<file path="config.mk">
export PLATFORM = sky130hd
export DESIGN_NAME = cpu
export DESIGN_NICKNAME = d
export VERILOG_FILES = /design/src/cpu_pkg.sv /design/src/decoded_if.sv /design/src/cpu.sv /design/src/execute_writeback.sv /design/src/issue_register.sv /design/src/fetch_decode.sv /design/src/register_file.sv
export VERILOG_INCLUDE_DIRS = /design/src
export SDC_FILE = /design/constraint.sdc
export NUM_CORES = 1
export LEC_CHECK = 0
export BUFFER_PORTS_ARGS = -buffer_cell sky130_fd_sc_hd__buf_2
export CORE_MARGIN = 8
export CORE_UTILIZATION = 42
export CTS_BUF_LIST = sky130_fd_sc_hd__clkbuf_16
export DETAILED_ROUTE_END_ITERATION = 7
export PLACE_DENSITY = 0.59
export SLEW_MARGIN = 20
export SYNTH_ARGS = -nofsm -noshare
export SYNTH_HDL_FRONTEND = slang
export SYNTH_HIERARCHICAL = 1
export SYNTH_SLANG_ARGS = --single-unit
</file>
<file path="constraint.sdc">
create_clock -name clk -period 7.7 [get_ports clk]
set_input_delay 0 -clock clk [delete_from_list [all_inputs] [get_ports clk]]
set_output_delay 0 -clock clk [all_outputs]
set_load 0.005 [all_outputs]
</file>
<file path="src/cpu_params.svh">
`ifndef CPU_PARAMS_SVH
`define CPU_PARAMS_SVH

// Datapath and register file sizes
`define WORD_SIZE  16
`define REG_COUNT  4
`define REG_ADDR_W 2
`define IMM_W      8

// Instruction fields
`define OPCODE_HI 15
`define OPCODE_LO 12
`define RS_HI     11
`define RS_LO     10
`define RT_HI     9
`define RT_LO     8
`define RD_HI     7
`define RD_LO     6
`define FUNC_HI   5
`define FUNC_LO   0

`endif
</file>
<file path="src/cpu_pkg.sv">
`include "cpu_params.svh"

package cpu_pkg;

    typedef logic [`WORD_SIZE-1:0]  word_t;
    typedef logic [`REG_ADDR_W-1:0] reg_addr_t;

    // Only the opcodes this core executes
    typedef enum logic [`OPCODE_HI-`OPCODE_LO:0] {
        OP_ADI   = 4'd4,
        OP_ORI   = 4'd5,
        OP_LHI   = 4'd6,
        OP_RTYPE = 4'd15
    } opcode_e;

    // R-type function codes, FN_LHI is internal only
    typedef enum logic [`FUNC_HI-`FUNC_LO:0] {
        FN_ADD = 6'd0,
        FN_SUB = 6'd1,
        FN_AND = 6'd2,
        FN_ORR = 6'd3,
        FN_NOT = 6'd4,
        FN_TCP = 6'd5,
        FN_SHL = 6'd6,
        FN_SHR = 6'd7,
        FN_LHI = 6'd8,
        FN_WWD = 6'd28,
        FN_HLT = 6'd29
    } alu_func_e;

    typedef struct packed {
        alu_func_e func;
        reg_addr_t dest;
        logic      writes_reg;
        logic      use_imm;
        word_t     operand_a;
        word_t     operand_b;
        word_t     imm_value;
    } decoded_t;

endpackage

</file>
<file path="src/decoded_if.sv">
`timescale 1ns/1ps

interface decoded_if;
    import cpu_pkg::*;

    logic     valid;
    decoded_t instr;
    // Driven back from execute once HLT has retired
    logic     halt_seen;

    modport producer (
        output valid,
        output instr,
        input  halt_seen
    );

    modport buffer_in (
        input  valid,
        input  instr,
        output halt_seen
    );

    modport buffer_out (
        output valid,
        output instr,
        input  halt_seen
    );

    modport consumer (
        input  valid,
        input  instr,
        output halt_seen
    );

endinterface

</file>
<file path="src/cpu.sv">
`timescale 1ns/1ps

module cpu (
    input  logic           clk,
    input  logic           reset_n,
    output logic           read_m1,
    output cpu_pkg::word_t address1,
    input  cpu_pkg::word_t data1,
    output cpu_pkg::word_t num_inst,
    output cpu_pkg::word_t output_port,
    output logic           is_halted
);
    import cpu_pkg::*;

    reg_addr_t read_reg_a;
    reg_addr_t read_reg_b;
    word_t     read_data_a;
    word_t     read_data_b;
    logic      wb_en;
    reg_addr_t wb_reg;
    word_t     wb_data;

    decoded_if dec_to_issue ();
    decoded_if issue_to_exec ();

    ////////////////////////////////////////////////////////////
    // Pipeline

    fetch_decode i_fetch_decode (
        .clk         (clk),
        .reset_n     (reset_n),
        .read_m1     (read_m1),
        .address1    (address1),
        .data1       (data1),
        .dec         (dec_to_issue.producer),
        .read_reg_a  (read_reg_a),
        .read_reg_b  (read_reg_b),
        .read_data_a (read_data_a),
        .read_data_b (read_data_b)
    );

    issue_register i_issue_register (
        .clk     (clk),
        .reset_n (reset_n),
        .dec     (dec_to_issue.buffer_in),
        .iss     (issue_to_exec.buffer_out)
    );

    execute_writeback i_execute_writeback (
        .clk         (clk),
        .reset_n     (reset_n),
        .iss         (issue_to_exec.consumer),
        .wb_en       (wb_en),
        .wb_reg      (wb_reg),
        .wb_data     (wb_data),
        .num_inst    (num_inst),
        .output_port (output_port),
        .is_halted   (is_halted)
    );

    register_file i_register_file (
        .clk         (clk),
        .reset_n     (reset_n),
        .read_reg_a  (read_reg_a),
        .read_reg_b  (read_reg_b),
        .read_data_a (read_data_a),
        .read_data_b (read_data_b),
        .wb_en       (wb_en),
        .wb_reg      (wb_reg),
        .wb_data     (wb_data)
    );

endmodule

</file>
<file path="src/execute_writeback.sv">
`timescale 1ns/1ps
`include "cpu_params.svh"

module execute_writeback (
    input  logic               clk,
    input  logic               reset_n,
    decoded_if.consumer        iss,
    output logic               wb_en,
    output cpu_pkg::reg_addr_t wb_reg,
    output cpu_pkg::word_t     wb_data,
    output cpu_pkg::word_t     num_inst,
    output cpu_pkg::word_t     output_port,
    output logic               is_halted
);
    import cpu_pkg::*;

    word_t alu_a;
    word_t alu_b;
    word_t alu_result;
    word_t num_inst_q;
    word_t output_q;
    logic  halt_q;

    ////////////////////////////////////////////////////////////
    // ALU

    assign alu_a = iss.instr.operand_a;
    assign alu_b = iss.instr.use_imm ? iss.instr.imm_value : iss.instr.operand_b;

    always_comb begin
        case (iss.instr.func)
            FN_ADD: alu_result = alu_a + alu_b;
            FN_SUB: alu_result = alu_a - alu_b;
            FN_AND: alu_result = alu_a & alu_b;
            FN_ORR: alu_result = alu_a | alu_b;
            FN_NOT: alu_result = ~alu_a;
            FN_TCP: alu_result = ~alu_a + word_t'(1);
            FN_SHL: alu_result = {alu_a[`WORD_SIZE-2:0], 1'b0};
            // Arithmetic shift
            FN_SHR: alu_result = {alu_a[`WORD_SIZE-1], alu_a[`WORD_SIZE-1:1]};
            FN_LHI: alu_result = alu_b;
            FN_WWD, FN_HLT: alu_result = '0;
            default: alu_result = '0;
        endcase
    end

    assign wb_en   = iss.valid && iss.instr.writes_reg;
    assign wb_reg  = iss.instr.dest;
    assign wb_data = alu_result;

    ////////////////////////////////////////////////////////////
    // Retire

    always_ff @(posedge clk) begin
        if (reset_n) begin
            num_inst_q <= '0;
            output_q   <= '0;
            halt_q     <= 1'b0;
        end else if (iss.valid) begin
            num_inst_q <= num_inst_q + word_t'(1);
            if (iss.instr.func == FN_WWD) begin
                output_q <= alu_a;
            end
            if (iss.instr.func == FN_HLT) begin
                halt_q <= 1'b1;
            end
        end
    end

    assign num_inst      = num_inst_q;
    assign output_port   = output_q;
    assign is_halted     = halt_q;
    assign iss.halt_seen = halt_q;

    // Nothing retires once halted
    property p_count_frozen;
        @(posedge clk) disable iff (reset_n)
            halt_q |=> $stable(num_inst_q);
    endproperty
    a_count_frozen: assert property (p_count_frozen)
        else $error("num_inst changed after halt");

endmodule

</file>
<file path="src/issue_register.sv">
`timescale 1ns/1ps

module issue_register (
    input logic           clk,
    input logic           reset_n,
    decoded_if.buffer_in  dec,
    decoded_if.buffer_out iss
);
    import cpu_pkg::*;

    logic     valid_q;
    decoded_t instr_q;

    ////////////////////////////////////////////////////////////
    // ID/EX register

    always_ff @(posedge clk) begin
        if (reset_n) begin
            valid_q <= 1'b0;
        end else begin
            valid_q <= dec.valid && !iss.halt_seen;
        end
    end

    // Operands and immediate ride along without reset
    always_ff @(posedge clk) begin
        instr_q <= dec.instr;
    end

    assign iss.valid = valid_q;
    assign iss.instr = instr_q;

    // Halt status goes back up to fetch
    assign dec.halt_seen = iss.halt_seen;

    // After halt, decode is empty and nothing more reaches execute
    property p_empty_after_halt;
        @(posedge clk) disable iff (reset_n)
            iss.halt_seen |-> (!dec.valid && !valid_q);
    endproperty
    a_empty_after_halt: assert property (p_empty_after_halt)
        else $error("instruction issued after halt");

endmodule

</file>
<file path="src/fetch_decode.sv">
`timescale 1ns/1ps
`include "cpu_params.svh"

module fetch_decode (
    input  logic               clk,
    input  logic               reset_n,
    output logic               read_m1,
    output cpu_pkg::word_t     address1,
    input  cpu_pkg::word_t     data1,
    decoded_if.producer        dec,
    output cpu_pkg::reg_addr_t read_reg_a,
    output cpu_pkg::reg_addr_t read_reg_b,
    input  cpu_pkg::word_t     read_data_a,
    input  cpu_pkg::word_t     read_data_b
);
    import cpu_pkg::*;

    word_t pc_q;
    logic  req_pending_q;
    logic  fetch_valid_q;
    word_t fetch_word_q;
    logic  halt_decoded_q;

    logic [`OPCODE_HI-`OPCODE_LO:0] opcode;
    logic [`FUNC_HI-`FUNC_LO:0]     func_raw;
    logic [`IMM_W-1:0]              imm_raw;
    logic                           hlt_now;
    logic                           stop_fetch;
    decoded_t                       instr;

    ////////////////////////////////////////////////////////////
    // Fetch

    assign opcode   = fetch_word_q[`OPCODE_HI:`OPCODE_LO];
    assign func_raw = fetch_word_q[`FUNC_HI:`FUNC_LO];
    assign imm_raw  = fetch_word_q[`IMM_W-1:0];

    assign hlt_now = fetch_valid_q && (opcode == OP_RTYPE) && (func_raw == FN_HLT);
    assign stop_fetch = halt_decoded_q || hlt_now || dec.halt_seen;

    // No request while reset is held
    assign read_m1  = !reset_n && !stop_fetch;
    assign address1 = pc_q;

    always_ff @(posedge clk) begin
        if (reset_n) begin
            pc_q           <= '0;
            req_pending_q  <= 1'b0;
            fetch_valid_q  <= 1'b0;
            halt_decoded_q <= 1'b0;
        end else begin
            req_pending_q <= read_m1;
            // Word in flight behind an HLT is dropped here
            fetch_valid_q <= req_pending_q && !stop_fetch;
            if (read_m1) begin
                pc_q <= pc_q + word_t'(1);
            end
            if (hlt_now) begin
                halt_decoded_q <= 1'b1;
            end
        end
    end

    always_ff @(posedge clk) begin
        fetch_word_q <= data1;
    end

    ////////////////////////////////////////////////////////////
    // Decode

    assign read_reg_a = fetch_word_q[`RS_HI:`RS_LO];
    assign read_reg_b = fetch_word_q[`RT_HI:`RT_LO];

    always_comb begin
        instr.func       = FN_ADD;
        instr.dest       = fetch_word_q[`RD_HI:`RD_LO];
        instr.writes_reg = 1'b0;
        instr.use_imm    = 1'b0;
        instr.operand_a  = read_data_a;
        instr.operand_b  = read_data_b;
        instr.imm_value  = '0;
        case (opcode)
            OP_RTYPE: begin
                case (func_raw)
                    FN_ADD, FN_SUB, FN_AND, FN_ORR, FN_NOT, FN_TCP, FN_SHL, FN_SHR: begin
                        instr.func       = alu_func_e'(func_raw);
                        instr.writes_reg = 1'b1;
                    end
                    FN_WWD, FN_HLT: begin
                        instr.func = alu_func_e'(func_raw);
                    end
                    // Unknown function retires as a no-op
                    default: ;
                endcase
            end
            OP_ADI: begin
                instr.func       = FN_ADD;
                instr.dest       = fetch_word_q[`RT_HI:`RT_LO];
                instr.writes_reg = 1'b1;
                instr.use_imm    = 1'b1;
                instr.imm_value  = {{(`WORD_SIZE-`IMM_W){imm_raw[`IMM_W-1]}}, imm_raw};
            end
            OP_ORI: begin
                instr.func       = FN_ORR;
                instr.dest       = fetch_word_q[`RT_HI:`RT_LO];
                instr.writes_reg = 1'b1;
                instr.use_imm    = 1'b1;
                instr.imm_value  = {{(`WORD_SIZE-`IMM_W){1'b0}}, imm_raw};
            end
            OP_LHI: begin
                instr.func       = FN_LHI;
                instr.dest       = fetch_word_q[`RT_HI:`RT_LO];
                instr.writes_reg = 1'b1;
                instr.use_imm    = 1'b1;
                instr.imm_value  = {imm_raw, {(`WORD_SIZE-`IMM_W){1'b0}}};
            end
            default: ;
        endcase
    end

    assign dec.valid = fetch_valid_q;
    assign dec.instr = instr;

    // Execute halts only on an HLT decoded here, and the port is quiet by then
    property p_quiet_after_hlt;
        @(posedge clk) disable iff (reset_n)
            dec.halt_seen |-> (halt_decoded_q && !read_m1 && !fetch_valid_q);
    endproperty
    a_quiet_after_hlt: assert property (p_quiet_after_hlt)
        else $error("instruction fetch active after HLT");

endmodule

</file>
<file path="src/register_file.sv">
`timescale 1ns/1ps
`include "cpu_params.svh"

module register_file (
    input  logic               clk,
    input  logic               reset_n,
    input  cpu_pkg::reg_addr_t read_reg_a,
    input  cpu_pkg::reg_addr_t read_reg_b,
    output cpu_pkg::word_t     read_data_a,
    output cpu_pkg::word_t     read_data_b,
    input  logic               wb_en,
    input  cpu_pkg::reg_addr_t wb_reg,
    input  cpu_pkg::word_t     wb_data
);
    import cpu_pkg::*;

    word_t regs [`REG_COUNT];

    always_ff @(posedge clk) begin
        if (reset_n) begin
            for (int i = 0; i < `REG_COUNT; i++) begin
                regs[i] <= '0;
            end
        end else if (wb_en) begin
            regs[wb_reg] <= wb_data;
        end
    end

    // Write-through, so decode sees the result of the instruction in execute
    function automatic word_t read_port(reg_addr_t addr);
        if (wb_en && (wb_reg == addr)) begin
            return wb_data;
        end
        return regs[addr];
    endfunction

    always_comb begin
        read_data_a = read_port(read_reg_a);
        read_data_b = read_port(read_reg_b);
    end

endmodule

</file>
==> impl_metrics.yaml <==
outcome:
  outcome: "finished, final reports clean"
logic_synthesis:
  synth.top_cell.area_share: 0.2387
  synth_top_area_cell: "dfxtp_1"
  synth_fa_ha_area_frac: 0.02654
  synth_top_family_by_area: "simple AND/OR/NAND/NOR gates"
  synthSimpleGateAreaFrac: 0.1790
  synth-seq-cells: 191
  netlist_instances: 989
  synth_edf_count: 64
  syn_area_sq_um: 10650
  ys.flop_type: "dfxtp_1"
  ys_types: 81
  synth-xor-area-share: 0.03864
  synth_seq_area_share: 0.4191
  yosys_warnings: 6
  muxShareOfSynthArea: 0.1638
  synthTopCellsByArea: "dfxtp_1 (24%), edfxtp_1 (18%), mux4_1 (6.7%)"
  synth_compound_area_frac: 0.1088
  synthArstFlopShare: 0
  postSynthAreaPerCell_sq_um: 10.77
  syn_nets: 1029
sta:
  slew_violations: 0
  worst_slew_pin_slew_ns: 1.032
  max_freq_ghz: 0.2275
  fin_crit_sh: 0.5709
  relSlewSlack: 0.3108
  finalHoldViolations: 0
  rsz0062_at_grt: "false"
  period_needed_ns: 4.396
  tns_ns: 0
  finalClockSkew_ns: 0.01640
  layout_setup_ws_ns: 3.304
  finalSetupViolations: 0
  timing.hold.ws_ns: 0.1624
pwr:
  swShare: 0.2914
  comb_power_share: 0.158
  p_int_mw: 1.695
  p_sw_mw: 0.6972
  p_leak_nw: 4.654
  powerDensity_nw_per_um2: 206.0
  p_clk_frac: 0.369
  ir_drop_mv: 0.1184
  seqPwrFrac: 0.473
  finalPower_mw: 2.393
clock_tree:
  clk_path_buf_depth: 2
  path_clk_slew_ns: 0.08
  cts_made_buffers: 17
  h-tree-depth: 4
  clock_latency_ns: 0.44
  cts_setup_buffers: 0
  clock-sinks: 191
  root_buffer: "clkbuf_16"
  cts_tree: "done"
floorplanning:
  coreArea_sq_um: 25040
  num_rows: 58
  fp.dieH_um: 175.3
  die_area_sq_um: 30720
  start_util: 0.4255
  die_w_um: 175.3
  ios: 68
finish:
  design_area_sq_um: 11620
  finalNetCount: 1049
  area_delta_synth_final_pct: 9.044
  antenna_cells: 0
  drive_above_1_share: 0.1879
  fin_cells: 1352
  utilization: 0.4640
worst_setup_path:
  slowest_stage: "dfxtp_1"
  slowest_delay_ns: 0.57
  r2r-end: "i_register_file/regs[0][15]"
  path_cells: "clkinv_1, nand2_1, nor2_2, or3_1, xnor2_1, ha_1, o211ai_1, a31oi_2, a31oi_1, o311ai_0, xnor2_1, o21ai_1, and2_1"
  critPathKind: "flip-flop to flip-flop"
  cp-end-kind: "flip-flop"
  crit_required_ns: 7.89
  start_kind: "flip-flop"
  startpoint: "i_issue_register/iss.instr[53]"
  arrival_ns: 4.58
  r2r_cells: 13
  critPathMostFrequentCell: "xnor2_1"
  path_delay_family: "compound AO/OA/AOI/OAI gates"
  crit_fanout: 19
  crit_buf_inv: 1
  reg2reg_setup_slack_ns: 3.30
  timing.rr.start: "i_issue_register/iss.instr[53]"
global_routing:
  grt_pass1_wl_mm: 40.97
  antenna_found_initial: 0
  grt_pass1_vias: 7239
  overflow: 0
  grt_max_degree: 57
  grt.total_usage: 0.1681
hold_path:
  hp-start: "reset_n"
  worstHoldPathType: "primary input to flip-flop"
  min_to: "i_execute_writeback/num_inst[4]"
  hold_path_depth: 3
drt:
  post_drt_wl_per_cell_um: 19.43
  drt-initial-drc-count: 619
  route.antenna.remaining_nets: 0
  drc_errors: 0
  postRouteWirelength_mm: 26.26
  vias: 7585
  vias_per_cell: 5.610
  drt_pass1_iterations: 6
place:
  port-buffer-count: 67
  place_congestion: 0.9247
  dp_cells: 1304
  pre_cts_ws_ns: 3.422
  dp_hpwl_mm: 18.38
  place_area_sq_um: 10860
flow_run:
  maxCapViolCount: 0
==> worst max path at each step <==
stage                                     endpoint  slack [ns]  cells past startpoint
finish                 i_register_file/regs[0][15]        3.30                     13
global route           i_register_file/regs[2][15]        2.99                     13
CTS                     i_register_file/regs[1][8]        3.38                     13
detailed placement     i_register_file/regs[0][15]        3.42                     13
global placement       i_register_file/regs[2][15]        3.42                     13
floorplan           i_issue_register/iss.instr[31]        3.83                     20
==> layout make-up <==
class                      instances  area (sq um)
clock buffer                      18         450.4
multi-input combinational        693          5515
sequential                       191          4464
clock inverter                    14         146.4
timing repair buffer              95         585.6
tap                              330         412.9
inverter                          11         41.29
fill                            2339         13420
==> flip-flops by register name (all words and copies together), names as in the netlist, 16 cells and up <==
name,count
i_fetch_decode/fetch_word_q,16
i_register_file/regs,64
i_execute_writeback/output_port,16
i_issue_register/iss.instr,58
i_execute_writeback/num_inst,16
i_fetch_decode/address1,16
==> cells by family after synthesis <==
kind of cell,Yosys count
flip-flops,191
AO/OA/AOI/OAI,172
other,1
buffers and inverters,105
AND/OR/NAND/NOR,339
XOR/XNOR,47
adder cells (fa/ha/maj),22
multiplexers,112
==> cells in the final DEF, fill, tap and decap left out, types with 8 or more instances in the layout <==
master,count
dfxtp_1,127
clkbuf_16,18
o21ai_0,35
nor2_1,72
nand4_1,8
o31ai_1,10
nor3_1,15
mux2i_1,39
o211ai_1,9
buf_2,67
mux2_4,16
and2_1,77
a21oi_1,42
or3_1,12
mux2_2,24
xor2_1,23
inv_1,10
xnor2_1,24
nand2_1,59
nand3_1,15
or4_1,9
edfxtp_1,64
or2_2,8
o22ai_1,9
buf_4,12
dlygate4sd3_1,16
nand2b_1,8
ha_1,21
mux4_1,27
==> tightest hold or removal path, stage by stage <==
cell    delay, ns
buf_2        0.09
buf_4        0.31
nor2_1       0.15
==> cells in the mapped netlist (4+ instances only) <==
cell,instances
mux4_1,27
o22ai_1,9
nand2_1,59
xnor2_1,24
buf_2,11
nand3_1,15
o41ai_1,5
mux2_4,16
mux2i_1,39
a21o_1,6
mux4_2,6
buf_4,43
o31ai_1,10
and2_1,77
a211oi_1,7
nor3b_1,6
o311ai_0,7
mux2_2,24
clkbuf_1,23
or2_1,4
nor3b_2,4
o22a_1,5
o221ai_1,6
edfxtp_1,64
a21oi_1,42
o21ai_0,35
o211ai_1,9
nor3_1,15
nand2b_1,8
or4_1,9
nand4_1,8
nor3_2,5
xor2_1,23
buf_6,10
or3_1,12
a221oi_1,5
and3_1,6
or2_2,8
nor2_1,72
dfxtp_1,127
ha_1,21
nor2b_1,7
inv_1,10
==> what timing repair did <==
action                                 in CTS  in global routing
hold buffers                               16                  0
endpoints found under the hold margin      16                  0
resized for setup                           0                  0
==> power by group through the flow <==
| stage | clock network (mW) | logic, mW | registers (mW) |
|---|---|---|---|
| floorplan | 0 | 0.312 | 1.12 |
| global placement | 0 | 0.366 | 1.15 |
| detailed placement | 0 | 0.366 | 1.15 |
| CTS | 0.904 | 0.375 | 1.13 |
| global route | 0.944 | 0.411 | 1.14 |
| finish | 0.882 | 0.379 | 1.13 |
==> layer usage <==
metal | GRT usage | up-vias | share of wire
met5 | 0 | - | 0
met4 | 0.04557 | 0 | 0.011
met3 | 0.03199 | 22 | 0.060
met2 | 0.2655 | 218 | 0.46
met1 | 0.2321 | 3679 | 0.47
li1 | - | 3666 | -
Note: power is estimated with default switching activity, not from simulation.
